`src/common/fetch_pkg.sv`:
```
package fetch_pkg;

	// datapath widths
	localparam int xlen = 64;
	localparam int ins_w = 32;

	// first address fetched out of reset
	localparam logic [xlen-1:0] reset_pc = 64'h0000_0000_8000_0000;

	// instruction memory geometry, in 64-bit words
	localparam int imem_words = 256;
	localparam int imem_idx_w = 8;

	// kind codes, zero doubles as the idle value
	// nine codes, so three bits are not enough
	localparam int kind_w = 4;
	localparam logic [kind_w-1:0] kind_other   = 4'd0;
	localparam logic [kind_w-1:0] kind_alu     = 4'd1;
	localparam logic [kind_w-1:0] kind_alu_imm = 4'd2;
	localparam logic [kind_w-1:0] kind_load    = 4'd3;
	localparam logic [kind_w-1:0] kind_store   = 4'd4;
	localparam logic [kind_w-1:0] kind_branch  = 4'd5;
	localparam logic [kind_w-1:0] kind_jal     = 4'd6;
	localparam logic [kind_w-1:0] kind_jalr    = 4'd7;
	localparam logic [kind_w-1:0] kind_upper   = 4'd8;

	// rv64i major opcodes
	localparam logic [6:0] op_load   = 7'b000_0011;
	localparam logic [6:0] op_imm    = 7'b001_0011;
	localparam logic [6:0] op_auipc  = 7'b001_0111;
	localparam logic [6:0] op_imm32  = 7'b001_1011;
	localparam logic [6:0] op_store  = 7'b010_0011;
	localparam logic [6:0] op_reg    = 7'b011_0011;
	localparam logic [6:0] op_lui    = 7'b011_0111;
	localparam logic [6:0] op_reg32  = 7'b011_1011;
	localparam logic [6:0] op_branch = 7'b110_0011;
	localparam logic [6:0] op_jalr   = 7'b110_0111;
	localparam logic [6:0] op_jal    = 7'b110_1111;

	// one instruction word seen through each base format
	typedef union packed {
		struct packed {
			logic [6:0] funct7;
			logic [4:0] rs2;
			logic [4:0] rs1;
			logic [2:0] funct3;
			logic [4:0] rd;
			logic [6:0] opcode;
		} r_fmt;
		struct packed {
			logic [11:0] imm;
			logic [4:0]  rs1;
			logic [2:0]  funct3;
			logic [4:0]  rd;
			logic [6:0]  opcode;
		} i_fmt;
		struct packed {
			logic [6:0] imm_hi;
			logic [4:0] rs2;
			logic [4:0] rs1;
			logic [2:0] funct3;
			logic [4:0] imm_lo;
			logic [6:0] opcode;
		} s_fmt;
		struct packed {
			logic       imm_12;
			logic [5:0] imm_10_5;
			logic [4:0] rs2;
			logic [4:0] rs1;
			logic [2:0] funct3;
			logic [3:0] imm_4_1;
			logic       imm_11;
			logic [6:0] opcode;
		} b_fmt;
		struct packed {
			logic [19:0] imm;
			logic [4:0]  rd;
			logic [6:0]  opcode;
		} u_fmt;
		struct packed {
			logic       imm_20;
			logic [9:0] imm_10_1;
			logic       imm_11;
			logic [7:0] imm_19_12;
			logic [4:0] rd;
			logic [6:0] opcode;
		} j_fmt;
	} ins_word_u;

endpackage

```
`src/ins_predecode.sv`:
```
module ins_predecode import fetch_pkg::*; (
	input  logic              ins_valid,
	input  logic [ins_w-1:0]  ins,
	output logic [4:0]        rd,
	output logic [4:0]        rs1,
	output logic [4:0]        rs2,
	output logic [xlen-1:0]   imm,
	output logic [kind_w-1:0] kind
);

	// instruction viewed in every format
	ins_word_u w;
	// class of the opcode before the valid gate
	logic [kind_w-1:0] op_kind;

	assign w = ins;

	// opcode sits in the same bits for all formats
	always_comb begin
		case (w.r_fmt.opcode)
			op_reg, op_reg32:  op_kind = kind_alu;
			op_imm, op_imm32:  op_kind = kind_alu_imm;
			op_load:           op_kind = kind_load;
			op_store:          op_kind = kind_store;
			op_branch:         op_kind = kind_branch;
			op_jal:            op_kind = kind_jal;
			op_jalr:           op_kind = kind_jalr;
			op_lui, op_auipc:  op_kind = kind_upper;
			default:           op_kind = kind_other;
		endcase
	end

	// fields per kind, all zero when idle or unknown
	always_comb begin
		rd   = '0;
		rs1  = '0;
		rs2  = '0;
		imm  = '0;
		kind = kind_other;
		if (ins_valid) begin
			kind = op_kind;
			case (op_kind)
				kind_alu: begin
					// register-register, no immediate
					rd  = w.r_fmt.rd;
					rs1 = w.r_fmt.rs1;
					rs2 = w.r_fmt.rs2;
				end
				kind_alu_imm, kind_load, kind_jalr: begin
					rd  = w.i_fmt.rd;
					rs1 = w.i_fmt.rs1;
					imm = {{52{w.i_fmt.imm[11]}}, w.i_fmt.imm};
				end
				kind_store: begin
					// no destination
					rs1 = w.s_fmt.rs1;
					rs2 = w.s_fmt.rs2;
					imm = {{52{w.s_fmt.imm_hi[6]}}, w.s_fmt.imm_hi, w.s_fmt.imm_lo};
				end
				kind_branch: begin
					rs1 = w.b_fmt.rs1;
					rs2 = w.b_fmt.rs2;
					// halfword offset, bit 0 always zero
					imm = {{51{w.b_fmt.imm_12}}, w.b_fmt.imm_12, w.b_fmt.imm_11,
						w.b_fmt.imm_10_5, w.b_fmt.imm_4_1, 1'b0};
				end
				kind_jal: begin
					rd  = w.j_fmt.rd;
					imm = {{43{w.j_fmt.imm_20}}, w.j_fmt.imm_20, w.j_fmt.imm_19_12,
						w.j_fmt.imm_11, w.j_fmt.imm_10_1, 1'b0};
				end
				kind_upper: begin
					// lui and auipc, already shifted into place
					rd  = w.u_fmt.rd;
					imm = {{32{w.u_fmt.imm[19]}}, w.u_fmt.imm, 12'b0};
				end
				default: begin
					// unknown opcode, fields stay zero
					kind = kind_other;
				end
			endcase
		end
	end

endmodule

```
`config.mk`:
```
export PLATFORM = sky130hd
export DESIGN_NAME = ins_predecode
export DESIGN_NICKNAME = d
export VERILOG_FILES = /design/src/common/fetch_pkg.sv /design/src/ins_predecode.sv
export SDC_FILE = /design/constraint.sdc
export NUM_CORES = 1
export LEC_CHECK = 0
export ABC_AREA = 1
export BUFFER_PORTS_ARGS = -buffer_cell sky130_fd_sc_hd__buf_2
export CORE_MARGIN = 3
export CORE_UTILIZATION = 46
export DETAILED_ROUTE_END_ITERATION = 7
export PLACE_DENSITY = 0.94
export SYNTH_ARGS = -nofsm -noshare
export SYNTH_HDL_FRONTEND = slang
export SYNTH_SLANG_ARGS = --single-unit
```
`constraint.sdc`:
```
create_clock -name vclk -period 4.55
set_input_delay 0 -clock vclk [all_inputs]
set_output_delay 0 -clock vclk [all_outputs]
set_load 0.1 [all_outputs]
```
======== Word-level counts from Yosys, hierarchy flattened ========
Index checks and enable logic that the tools add are counted.
operators by class
  $add $sub $neg .......................... 0
  multiply operators ...................... 0
  divide/modulo/power cells ............... 0
  $lt $le $gt $ge ......................... 0
  equality and inequality tests ........... 19
  shifts and indexed selects .............. 0
  multiplexer cells ....................... 11
  bitwise gates (word level) .............. 0
  reductions and logical operators ........ 8
operators by type and width
  operator                                                               count
  64-bit case mux with 5 select lines                                    1
  64-bit two-way mux                                                     1
  4-bit case mux with 8 select lines                                     1
  5-bit two-way mux                                                      6
  7-bit by 6-bit equality test with 1-bit output, second input constant  4
  7-bit by 5-bit equality test with 1-bit output, second input constant  3
  7-bit equality test, second input constant                             3
  4-bit by 3-bit equality test with 1-bit output, second input constant  4
  6-bit OR reduction                                                     2
  4-bit by 2-bit equality test with 1-bit output, second input constant  2
  4-bit two-way mux                                                      2
  8-bit OR reduction                                                     1
  7-bit by 2-bit equality test with 1-bit output, second input constant  1
  2-bit OR reduction                                                     3
  3-bit OR reduction                                                     2
  4-bit by 1-bit equality test with 1-bit output, second input constant  1
  4-bit equality test, second input constant                             1
storage, ports and cells
  bits in registers ....................... 0
  bits in latches ......................... 0
  RAM bits ................................ 0
  ROM bits ................................ 0
  input bits .............................. 33
  output and inout port bits .............. 83
  logic and storage cells ................. 38
  memories ................................ 0

======== Depth between registers and ports, before layout ========
  word-level depth ........................ 7
  depth in mapped cells ................... 10

======== Worst setup path after synthesis ========
Ideal clock, no wire load.
  path type ............................... input to output
  start point ............................. input port ins[3]
  end point ............................... output port imm[32]
  arrival ................................. 3934 ps
  data required time ...................... 4550 ps
  path slack .............................. 616 ps
  stages on the path ...................... 10
  path buffers ............................ 3
  path through ............................ inv_1 > nand2_1 > nor2_2 > buf_4 > nand3_1 > nand2_1 > buf_4 > nor2_1 > a21oi_1 > buf_4
between the ends
  cells in the longest elaborated chain, start to end .. 7
  elaborated cells between the ends (all ways) .. 25
RTL lines
  what                                                                                                                     RTL line             RTL
  from (decl)                                                                                                              ins_predecode.sv:3   input logic [ins_w-1:0] ins,
  7-bit by 6-bit equality test with 1-bit output / 7-bit by 5-bit equality test with 1-bit output (equally long branches)  ins_predecode.sv:20  case (w.r_fmt.opcode)
  2-bit OR reduction                                                                                                       ins_predecode.sv:20
  4-bit case mux with 8 select lines *                                                                                     ins_predecode.sv:20
  4-bit by 2-bit equality test with 1-bit output / 4-bit by 3-bit equality test with 1-bit output (equally long branches)  ins_predecode.sv:42  case (op_kind)
  3-bit OR reduction                                                                                                       -
  64-bit case mux with 5 select lines *                                                                                    ins_predecode.sv:42
  64-bit two-way mux *                                                                                                     ins_predecode.sv:40  if (ins_valid) begin
  to (decl)                                                                                                                ins_predecode.sv:7   output logic [xlen-1:0] imm,
Every way passes the cells marked *; elsewhere a longest branch is shown, timed or not.

======== Worst setup path in the final report ========
  start point ............................. input port ins[4]
  end point ............................... output port imm[53]
Same word-level chain as after synthesis.

==> qor.csv <==
stage,metric,value,unit
floorplanning,Initial Util,0.486,
timing,setup TNS,0,ns
floorplanning,Die Footprint,3970,sq um
synth,synth cell count leaders,"62 x nor2_1, 56 x nand3_1, 51 x nand2_1",
critical_path,critical path type,in2out,
route,drt initial violations,179,
power_and_ir_drop,Pwr Total,0.000152,W
min_path,min-delay src,ins[11],
route,DR DRC count,0,
floorplanning,Vert. Die Dim,63.0,um
critical_path,critical path's largest stage delay,0.61,ns
timing,count of final setup violators,0,
global_route,number of global-route vias before repair,1829,
global_route,gr ovfl total,0,
placed_design,GP Congestion,0.891,
placed_design,DP Wirelength,3.74,mm
min_path,hold path depth,4,
floorplanning,core area,3080,sq um
synth,biggest area consumer among synthesized cells,buf_4,
synth,post-synthesis sequential area ratio,0,
critical_path,crit-path cells,buf_2 -> inv_2 -> nand2_2 -> nor2_2 -> nand2_1 -> nand3_2 -> nand2_1 -> a21oi_1 -> buf_4 -> buf_2,
synth,synth warn,0,
final_layout,final net count,405,
synth,syn_nets,337,
flow_run,MaxCap Viol Count,0,
synth,Synth top area share,0.196,
final_layout,fillcell total,342,
critical_path,CP arrival,2.85,ns
synth,Syn Std Cell Area,1500,sq um
cts,hold-fix buffers at CTS,0,
final_layout,Reg area,0,sq um
timing,fin crit period,2.85,ns
cts,setup bufs post-CTS,0,
timing,Tcrit/Tclk final,0.626,
synth,Avg Inst Size Synth,4.92,sq um
placed_design,placed cell count,414,
power_and_ir_drop,Worst VDD drop,43.9,uV
critical_path,Worst path slowest cell,nor2_2,
final_layout,clock buf count,0,
global_route,initial antenna violation count,0,
synth,Post-Syn Instances,304,
cts,post-CTS sizing,0,
run_status,status,finished clean,
floorplanning,I/O pin cnt,116,
timing,worst slew pin tran,0.885,ns
route,DR vias,2125,
min_path,WHS Endpoint,rd[4],
floorplanning,die width,63.0,um
critical_path,Crit. End Element,output port,
synth,synth top area cells,"buf_4 20%, nand3_1 19%, nor2_1 16%, nand2_1 13%, a21oi_1 10%",
route,Avg Vias per Cell,5.13,
final_layout,Seq cells,0,
route,First-pass DRT Iterations,5,
global_route,first-pass GRT wire length,7.79,mm
timing,Fmax,351,MHz
global_route,pin count of the biggest net entering global routing,34,
final_layout,final instance count without filler cells,414,
timing,max_slew headroom,0.410,
route,total wire length,4.74,mm
timing,Max Slew Vio Count,0,
min_path,Tightest Hold Check Type,in2out,
synth,post-synth cell types,23,
critical_path,worst-path fanout max,33,
critical_path,Critical Path RT,4.55,ns
floorplanning,Core Rows,20,
placed_design,Port Buf Inserts,116,
global_route,Tot GR Track Use,0.223,
power_and_ir_drop,LEAKAGE,1.21,nW
route,ANT nets after route,0,
critical_path,startpoint types,primary input,
route,Avg WL per Cell,11.4,um
timing,RSZ-0062 raised after global routing,no,
final_layout,final core utilization,0.580,
power_and_ir_drop,Pwr Density,85.2,nW/um^2
final_layout,P&R area growth vs syn,19.4,%
synth,most numerous cell in the Yosys netlist,nor2_1,
final_layout,Ant. Diodes,0,
final_layout,share of layout cells above drive strength 1,0.354,
timing,Final Hold Viols,0,
stage by stage:
stage	area, sq um	hold slack, ns	setup slack [ns]
final	1790	0.463	1.70
after global routing	1790	0.480	1.31
after CTS	1790	0.462	1.71
after detailed placement	1790	0.460	1.70
after global placement	1790	0.460	1.88
after floorplan	1500	0.375	0.616
worst max-delay path by stage:
stage / endpoint / from / cells after the start / slack (ns)
final: imm[53] / ins[4] / 10 / 1.70
after global routing: imm[60] / ins[4] / 10 / 1.31
after CTS: imm[62] / ins[4] / 10 / 1.71
after detailed placement: imm[53] / ins[4] / 10 / 1.70
after global placement: imm[44] / ins[3] / 10 / 1.88
after floorplan: imm[32] / ins[3] / 10 / 0.62
where the power goes:
group	switching [W]	total (W)	leakage, nW	internal, W
Combinational	0.000125	0.000152	1.21	0.0000271
Sequential	0	0	0	0
Clock	0	0	0	0
logic make-up after synthesis:
group | count (synthesis) | synth area share
simple gates | 183 | 0.537
buf+inv | 79 | 0.306
compound gates | 42 | 0.157
worst max-delay path, delay by kind of cell:
family                 cells  cell delay, ns
buffers and inverters      4            0.93
AND/OR/NAND/NOR            5            1.65
AO/OA/AOI/OAI              1            0.26
cells in the final DEF, fill, tap and decap left out, types with 2 or more instances in the layout:
master,n
nand3_1,56
buf_2,116
a21boi_0,5
nand4_1,2
nor2_1,62
nand2_1,51
nand2_2,3
o21ai_0,2
inv_2,2
inv_1,26
nand3_2,2
a21oi_1,31
nor2_2,4
cell type report:
type	count	area [sq um]	area share
Multi-Input combinational cell	225	1040	0.581
Timing Repair Buffer	117	588	0.329
Inverter	28	105	0.0588
Tap cell	44	55.1	0.0308
layer usage:
layer,up-vias,part of all wire,GRT usage
met1,942,0.41,0.275
met2,98,0.50,0.410
met4,0,0.011,0.0441
li1,1077,-,-
met5,-,0,0
met3,8,0.081,0.0252
No activity file was read; power rests on OpenSTA's default activity.
