### src/common/fetch_pkg.sv
package fetch_pkg;

	// datapath widths
	localparam int xlen = 64;
	localparam int ins_w = 32;

	// first address fetched out of reset
	localparam logic [xlen-1:0] reset_pc = 64'h0000_0000_8000_0000;

	// instruction memory geometry, in 64-bit words
	localparam int imem_words = 256;
	localparam int imem_idx_w = 8;

	// kind codes, zero doubles as the idle value
	// nine codes, so three bits are not enough
	localparam int kind_w = 4;
	localparam logic [kind_w-1:0] kind_other   = 4'd0;
	localparam logic [kind_w-1:0] kind_alu     = 4'd1;
	localparam logic [kind_w-1:0] kind_alu_imm = 4'd2;
	localparam logic [kind_w-1:0] kind_load    = 4'd3;
	localparam logic [kind_w-1:0] kind_store   = 4'd4;
	localparam logic [kind_w-1:0] kind_branch  = 4'd5;
	localparam logic [kind_w-1:0] kind_jal     = 4'd6;
	localparam logic [kind_w-1:0] kind_jalr    = 4'd7;
	localparam logic [kind_w-1:0] kind_upper   = 4'd8;

	// rv64i major opcodes
	localparam logic [6:0] op_load   = 7'b000_0011;
	localparam logic [6:0] op_imm    = 7'b001_0011;
	localparam logic [6:0] op_auipc  = 7'b001_0111;
	localparam logic [6:0] op_imm32  = 7'b001_1011;
	localparam logic [6:0] op_store  = 7'b010_0011;
	localparam logic [6:0] op_reg    = 7'b011_0011;
	localparam logic [6:0] op_lui    = 7'b011_0111;
	localparam logic [6:0] op_reg32  = 7'b011_1011;
	localparam logic [6:0] op_branch = 7'b110_0011;
	localparam logic [6:0] op_jalr   = 7'b110_0111;
	localparam logic [6:0] op_jal    = 7'b110_1111;

	// one instruction word seen through each base format
	typedef union packed {
		struct packed {
			logic [6:0] funct7;
			logic [4:0] rs2;
			logic [4:0] rs1;
			logic [2:0] funct3;
			logic [4:0] rd;
			logic [6:0] opcode;
		} r_fmt;
		struct packed {
			logic [11:0] imm;
			logic [4:0]  rs1;
			logic [2:0]  funct3;
			logic [4:0]  rd;
			logic [6:0]  opcode;
		} i_fmt;
		struct packed {
			logic [6:0] imm_hi;
			logic [4:0] rs2;
			logic [4:0] rs1;
			logic [2:0] funct3;
			logic [4:0] imm_lo;
			logic [6:0] opcode;
		} s_fmt;
		struct packed {
			logic       imm_12;
			logic [5:0] imm_10_5;
			logic [4:0] rs2;
			logic [4:0] rs1;
			logic [2:0] funct3;
			logic [3:0] imm_4_1;
			logic       imm_11;
			logic [6:0] opcode;
		} b_fmt;
		struct packed {
			logic [19:0] imm;
			logic [4:0]  rd;
			logic [6:0]  opcode;
		} u_fmt;
		struct packed {
			logic       imm_20;
			logic [9:0] imm_10_1;
			logic       imm_11;
			logic [7:0] imm_19_12;
			logic [4:0] rd;
			logic [6:0] opcode;
		} j_fmt;
	} ins_word_u;

endpackage

### src/fetch/pc_gen.sv
module pc_gen import fetch_pkg::*; (
	input  logic            clk,
	input  logic            reset,
	input  logic            stall,
	input  logic            redirect,
	input  logic [xlen-1:0] redirect_pc,
	output logic [xlen-1:0] fetch_pc,
	output logic            fetch_req,
	output logic            kill
);

	// current fetch address
	logic [xlen-1:0] pc;
	// pc advances this cycle
	logic step;

	// idle in reset and under stall
	assign step = ~reset & ~stall;

	// every unstalled cycle issues a read
	assign fetch_req = step;

	// a redirect only counts once the stall is gone
	// the source keeps redirect high until then
	assign kill = step & redirect;

	assign fetch_pc = pc;

	// priority: stall hold, redirect, then sequential
	always_ff @(posedge clk) begin
		if (reset) begin
			pc <= reset_pc;
		end else if (step) begin
			if (redirect) begin
				pc <= redirect_pc;
			end else begin
				// no compressed support, always 4 bytes
				pc <= pc + xlen'(4);
			end
		end
	end

endmodule

### config.mk
export PLATFORM = sky130hd
export DESIGN_NAME = pc_gen
export DESIGN_NICKNAME = d
export VERILOG_FILES = /design/src/common/fetch_pkg.sv /design/src/fetch/pc_gen.sv
export SDC_FILE = /design/constraint.sdc
export NUM_CORES = 1
export LEC_CHECK = 0
export ABC_AREA = 1
export ABC_CLOCK_PERIOD_IN_PS = 4170
export BUFFER_PORTS_ARGS = -buffer_cell sky130_fd_sc_hd__buf_2
export CORE_MARGIN = 2
export CORE_UTILIZATION = 50
export CTS_CLUSTER_SIZE = 25
export DETAILED_ROUTE_END_ITERATION = 6
export GPL_TIMING_DRIVEN = 1
export PLACE_DENSITY = 0.79
export SLEW_MARGIN = 20
export SYNTH_ARGS = -nofsm -noshare
export SYNTH_HDL_FRONTEND = slang
export SYNTH_SLANG_ARGS = --single-unit
### constraint.sdc
create_clock -name clk -period 4.17 [get_ports clk]
set_input_delay 0.6255 -clock clk [delete_from_list [all_inputs] [get_ports clk]]
set_output_delay 0.6255 -clock clk [all_outputs]
set_load 0.01 [all_outputs]
# ---- Word-level counts from Yosys, hierarchy flattened
# Cells that the tools add are included.
dict set report op_classes {
  bitwise 4
  n_addsub 1
  n_mux 1
}
# op count
set ops {}
lappend ops {{64-bit by 3-bit adder with 64-bit output, second input constant} 1}
lappend ops {{64-bit two-way mux} 1}
lappend ops {{1-bit AND} 2}
lappend ops {{1-bit inverter} 2}
dict set report totals {
  input_bits 68
  regBits 64
  elab_cells 7
}

# ---- Depth between registers and ports, before layout
# Gate-level depths: netlist of run 1.
dict set report depth {
  word_depth 3
  ltp_mapped 12
  ltp_nobuf 12
}

# ---- Least setup slack after synthesis of run 1
# OpenSTA, ideal clock, no wires.
dict set report synth_timing {
  kind {input -> output}
  start {in reset}
  end {out kill}
  setup_slack_ns 2.200
  cell_stages 5
  n_path_buf 2
  required_time_ns 3.544
  arrival_time_ns 1.345
  cell_sequence {buf_2 -> nor2_4 -> inv_2 -> nor2_4 -> buf_2}
}
dict set report synth_between {
  elab_chain_len 3
}
# item line
set synth_lines {}
lappend synth_lines {{start: declaration} pc_gen.sv:3} ;# input logic reset,
lappend synth_lines {{1-bit inverter} pc_gen.sv:18} ;# assign step = ~reset & ~stall;
lappend synth_lines {{1-bit AND} pc_gen.sv:18}
lappend synth_lines {{net fetch_req} pc_gen.sv:8} ;# output logic fetch_req,
lappend synth_lines {{1-bit AND} pc_gen.sv:25} ;# assign kill = step & redirect;
lappend synth_lines {{end: declaration} pc_gen.sv:9} ;# output logic kill
# The timed path passes the listed nets, and every way through them passes these cells.

# ---- Worst setup path in the final report of run 1
dict set report layout_timing {
  start {in reset}
  end {out kill}
}
dict set report layout_between {
  elab_chain_len 3
}
# item line
set layout_lines {}
lappend layout_lines {{1-bit inverter} pc_gen.sv:18}
lappend layout_lines {{1-bit AND} pc_gen.sv:18}
lappend layout_lines {{1-bit AND} pc_gen.sv:25}
# Every way passes these cells.

==> metrics.cfg, run 1 <==
[status]
status = finished, violations left
violations = design-rule violations

[drt]
dr.pass1.iters = 7
postRouteWirelength_um = 16400
drt-initial-drc-count = 446
ant_nets = 0
drc = 1
wl_met1_um = 7330
post_drt_wl_per_cell_um = 14.7
dr_total_vias = 5981
viasPerCell = 5.35
route.met2.wl_um = 7150
wl_met3_um = 1650
routed.top_layer = met4

[grt]
grt_pass1_vias = 5173
grt_overflow = 0
grt_pass1_wl_um = 25800
grt_max_degree = 70
antenna_found_initial = 0
track_usage = 0.319

[finish]
n_fill_cell = 987
area_growth_pct = 19.2
stdcell_count = 1117
largest_reg_flops = 64
nets = 1052
diodes = 0
drive_gt1_frac = 0.189

[die]
dieArea_mm2 = 0.0105
die_w_um = 102
fp.coreArea_mm2 = 0.00933
io_pins = 134
chipHeight_um = 102
initial_core_util = 0.520
rows = 35

[timing]
period_needed_ns = 2.57
finClkSkew_ns = 0.00918
hold_viol = 0
finalSetupViolations = 0
worst_pin_slew_ns = 0.713
setup_ws_ns = 1.60
rsz0062_at_grt = false
fin_crit_sh = 0.617
slew_viol_final = 0
fmax_mhz = 389
fin_setup_tns_ns = 0
relSlewSlack = 0.525

[clock_network]
post_cts_buffers = 0
clk_path_buf_depth = 2
root_buffer = clkbuf_8
ctsHoldBuffers = 0
numCtsBuffers = 9
clk_pin_slew_ns = 0.08
clock-sinks = 64
htree_levels = 3
cts_tree = built
clock_latency_ns = 0.36
post_cts_resized = 0

[power]
total_power_mw = 1.46
p_leak_nw = 2.49
ir_drop_mv = 0.110
p_per_area_mw_per_mm2 = 252

[synth]
netlist_instances = 861
ys_top_cells_by_count = nand2_1 (285), nor2_1 (175), inv_1 (72)
synth_cell_types = 33
synth_area_mm2 = 0.00485
seq_area_frac_synth = 0.264
yosys-top-cells-area = dfxtp_1 (26%), nand2_1 (22%), nor2_1 (14%)
synth_nets = 930
ys_seq_elements = 64
ys.flop_type = dfxtp_1
yosys_warnings = 0
netlist.area_leader.share = 0.264
syn_area_per_cell_um2 = 5.63
yosysMostFrequentCell = nand2_1
synth_top_area_cell = dfxtp_1
async_flop_share = 0
synth_edf_count = 0

[worst_hold_path]
hp-class = reg -> reg

[setup_path]
critical_path_required_ns = 3.54
cp_max_fo = 35
crit_chain = buf_2 > nor2_4 > inv_2 > nor2_4 > buf_2
arrival_ns = 1.95
path_delay_family = simple AND/OR/NAND/NOR gates
cp_slowest_cell = nor2_4
startpoint_type = input pin
critPathKind = in -> out
max_stage_delay_ns = 0.42
endpoint_kind = output pin
worst-path-buf-inv = 3

[placement]
post-place-ws_ns = 1.61
gp_congestion = 1.00
dp_hpwl_um = 12600
port_buffers = 133
dp.cells = 1101

[job]
cap_violations = 0

[final timing paths]
kind                start  slack [ns]           end  cells past startpoint
max                 reset        1.60          kill                      5
min           fetch_pc[0]        0.47   fetch_pc[0]                      2
max reg2reg  fetch_pc[31]        2.05  fetch_pc[50]                      9
min reg2reg   fetch_pc[0]        0.47   fetch_pc[0]                      2
[worst register-to-register path, cell delays in order (launching register included)]
cell and delay (ns):
dfxtp_1 0.52, nand2_1 0.12, nor2_1 0.41, nand2_1 0.18, nor2_1 0.36, nand3_1 0.12
nand2_1 0.08, nand3_1 0.07, nand2_1 0.08, o21ai_0 0.06
[cell families after synthesis]
family,count (synthesis),share of synthesized area
simple gates,586,0.521
buf+inv,102,0.0834
compound gates,95,0.106
flops,64,0.264
fa+ha+maj,1,0.00258
xor+xnor,13,0.0235
[report_power, final]
group          leakage (nW)  total (mW)  internal [mW]  switching, mW
Combinational          1.88       0.214         0.0872          0.127
Clock                0.0916       0.552          0.276          0.277
Sequential            0.524       0.691          0.641         0.0498
Total                  2.49        1.46           1.00          0.453
[metrics by stage]
stage               hold WS (ns)  instance area (um2)   util
floorplan                  0.483                 4850      -
global placement           0.453                 5580  0.599
detailed placement         0.458                 5580  0.599
CTS                        0.470                 5780  0.619
global route               0.506                 5780  0.619
finish                     0.467                 5780  0.619
[cell type report]
cell class	count	area [um2]	area share
tap	129	161	0.0279
timing repair buffer	136	688	0.119
clock inverter	7	71.3	0.0123
multi-input combinational	695	3160	0.547
inverter	77	289	0.0500
sequential	64	1280	0.222
clock buffer	9	124	0.0214
[per-layer routing]
layer,vias to the layer above,track usage
met4,0,0.102
met5,-,0
met2,301,0.491
met3,30,0.0438
met1,2654,0.462
li1,2996,-
[cell usage in the layout (no fill, tap or decap), types with 2 or more instances in the layout]
cell and instances:
inv_1 72, nand3_1 65, xor2_1 8, nor2_4 9, a21oi_1 25, nand2_2 9, nand2_4 3, nor3_1 4
o21ai_1 11, a31oi_1 14, nand3b_1 3, dfxtp_1 64, o21ai_0 38, o21bai_1 2, nand4_1 22, clkinv_2 2
buf_4 3, a21o_1 2, nand2_1 285, buf_2 133, clkinvlp_4 3, clkbuf_8 9, nor2_8 2, nor2_1 175
xnor2_1 5, and2_1 2, nor2_2 6, inv_2 5
Power figures use the tool's default switching activity.
==> inputs of run 2 (changes only) <==
- ABC_AREA: 1 -> 0
- ABC_CLOCK_PERIOD_IN_PS: 4170 -> 2400
- PLACE_DENSITY: 0.79 -> 0.81
- clock period: 4.17 -> 2.4 ns (I/O delays scaled with it)
==> metrics.cfg, run 2 <==
[die]
io_pins = 134  ; unchanged
dieArea_mm2 = 0.00896  ; was 0.0105 mm2
initial_core_util = 0.508  ; was 0.520
die_w_um = 94.7  ; was 102 um
chipHeight_um = 94.7  ; was 102 um
fp.coreArea_mm2 = 0.00809  ; was 0.00933 mm2
rows = 33  ; was 35

[synth]
ys.flop_type = dfxtp_1  ; unchanged
netlist_instances = 540  ; was 861
synth_area_mm2 = 0.00411  ; was 0.00485 mm2
ys_top_cells_by_count = nor2_1 (66), dfxtp_1 (64), nand2_1 (44)  ; was nand2_1 (285), nor2_1 (175), inv_1 (72)
seq_area_frac_synth = 0.312  ; was 0.264
synth_edf_count = 0  ; unchanged
syn_area_per_cell_um2 = 7.61  ; was 5.63 um2
synth_nets = 609  ; was 930
synth_cell_types = 68  ; was 33
ys_seq_elements = 64  ; unchanged
yosysMostFrequentCell = nor2_1  ; was nand2_1
async_flop_share = 0  ; unchanged
netlist.area_leader.share = 0.312  ; was 0.264
yosys_warnings = 0  ; unchanged
synth_top_area_cell = dfxtp_1  ; unchanged
yosys-top-cells-area = dfxtp_1 (31%), nor2_1 (6.0%), a21oi_1 (4.5%)  ; was dfxtp_1 (26%), nand2_1 (22%), nor2_1 (14%)

[power]
pwr-share-seq = 0.461  ; was 0.474
ir_drop_mv = 0.304  ; was 0.110 mV
p_leak_nw = 2.18  ; was 2.49 nW
p_switching_mw = 0.791  ; was 0.453 mW
swShare = 0.300  ; was 0.311
pwr-share-clk = 0.371  ; was 0.379
combPwrFrac = 0.168  ; was 0.147
p_per_area_mw_per_mm2 = 512  ; was 252 mW/mm2
intPower_mw = 1.85  ; was 1.00 mW

[drt]
viasPerCell = 6.52  ; was 5.35
drt-initial-drc-count = 508  ; was 446
ant_nets = 0  ; unchanged
postRouteWirelength_um = 14600  ; was 16400 um
post_drt_wl_per_cell_um = 18.7  ; was 14.7 um
dr_total_vias = 5103  ; was 5981
drc = 0  ; was 1
dr.pass1.iters = 6  ; was 7

[grt]
antenna_found_initial = 0  ; unchanged
grt_max_degree = 49  ; was 70
track_usage = 0.321  ; was 0.319
grt_pass1_vias = 4435  ; was 5173
grt_pass1_wl_um = 22500  ; was 25800 um
grt_overflow = 0  ; unchanged

[worst_hold_path]
hp-class = in -> reg  ; was reg -> reg

[setup_path]
critPathKind = reg -> reg  ; was in -> out
critical_path_required_ns = 2.65  ; was 3.54 ns
startpoint_type = register  ; was input pin
cp_slowest_cell = dfxtp_1  ; was nor2_4
max_stage_delay_ns = 0.47  ; was 0.42 ns
path_delay_family = simple AND/OR/NAND/NOR gates  ; unchanged
arrival_ns = 2.49  ; was 1.95 ns
crit_chain = and4_1 > and4_4 > nand4_2 > nor3_1 > mux2i_1 > a221o_1  ; was buf_2 > nor2_4 > inv_2 > nor2_4 > buf_2
cp_max_fo = 9  ; was 35
endpoint_kind = register  ; was output pin
worst-path-buf-inv = 0  ; was 3

[timing]
rsz0062_at_grt = false  ; unchanged
period_needed_ns = 2.24
slew_viol_final = 0  ; unchanged
worst_pin_slew_ns = 0.718  ; was 0.713 ns
fmax_mhz = 446
finClkSkew_ns = 0.00994  ; was 0.00918 ns
hold_viol = 0  ; unchanged
relSlewSlack = 0.520  ; was 0.525
fin_crit_sh = 0.934
fin_setup_tns_ns = 0  ; unchanged
finalSetupViolations = 0  ; unchanged
hold_slack_ns = 0.187  ; was 0.467 ns

[clock_network]
cts_tree = built  ; unchanged
clock-sinks = 64  ; unchanged
clock_latency_ns = 0.36  ; about the same
ctsHoldBuffers = 0  ; unchanged
clk_path_buf_depth = 2  ; unchanged
root_buffer = clkbuf_8  ; unchanged
clk_pin_slew_ns = 0.08  ; about the same
numCtsBuffers = 9  ; unchanged
htree_levels = 3  ; unchanged
post_cts_buffers = 0  ; unchanged
post_cts_resized = 0  ; unchanged

[placement]
dp_hpwl_um = 10400  ; was 12600 um
gp_congestion = 0.915  ; was 1.00
port_buffers = 133  ; unchanged

[finish]
drive_gt1_frac = 0.294  ; was 0.189
n_fill_cell = 756  ; was 987
seq_area_mm2 = 0.00128  ; unchanged
diodes = 0  ; unchanged
nets = 742  ; was 1052
largest_reg_flops = 64  ; unchanged
utilization = 0.636  ; was 0.619
layout_commonest_cell = buf_2  ; was nand2_1
multi_input_area_mm2 = 0.00265  ; was 0.00316 mm2
final_cell_mix = buf_2 (133), nor2_1 (66), dfxtp_1 (64)  ; was nand2_1 (285), nor2_1 (175), buf_2 (133)
area_growth_pct = 25.3  ; was 19.2%

[job]
cap_violations = 0  ; unchanged

[status]
status = finished clean  ; was finished, violations left

## run 2: cell type report
class	count	area share
Inverter	10	0.00729
Clock buffer	13	0.0309
Tap cell	105	0.0255
Multi-Input combinational cell	430	0.514
Timing Repair Buffer	158	0.166
Clock inverter	3	0.00777
Sequential cell	64	0.249
## run 2: power by group through the flow
stage | combinational, mW | clock [mW] | sequential (mW)
floorplan | 0.214 | 0 | 1.25
global placement | 0.429 | 0 | 1.23
detailed placement | 0.436 | 0 | 1.23
CTS | 0.438 | 0.975 | 1.21
global route | 0.482 | 1.01 | 1.22
finish | 0.445 | 0.978 | 1.22
## run 2: logic make-up (layout without fill, tap and decap cells)
logic type,count (synthesis),count (layout),share of synthesized area
mux,7,7,0.0171
fa+ha+maj,1,1,0.00304
xor+xnor,8,8,0.0171
compound gates,169,169,0.272
flops,64,64,0.312
buf+inv,46,184,0.0438
simple gates,245,245,0.336
## run 2: final timing paths
kind	startpoint	to	slack [ns]	cells after the start
setup / recovery	fetch_pc[14]	fetch_pc[63]	0.16	6
hold / removal	redirect_pc[1]	fetch_pc[1]	0.19	3
setup reg to reg	fetch_pc[14]	fetch_pc[63]	0.16	6
hold reg to reg	fetch_pc[1]	fetch_pc[1]	0.46	2
## run 2: worst min-delay path, stage by stage
cell and delay (ns):
buf_2 0.08, nand2_1 0.04, nand2_1 0.04
## run 2: routing by layer
layer / global-route usage / share of wire
met5: 0 / 0
met4: 0.150 / 0.033
met3: 0.0519 / 0.11
met2: 0.492 / 0.45
met1: 0.441 / 0.40
## run 2: stage by stage
step	cells	setup WS [ns]	cell area (um2)	total power, mW
2_1_floorplan	540	0.288	4110	1.46
3_5_place_dp	767	0.219	4950	1.67
5_1_grt	783	0.0290	5150	2.72
6_report	783	0.158	5150	2.64
3_3_place_gp	767	0.271	4950	1.66
4_1_cts	783	0.195	5150	2.62
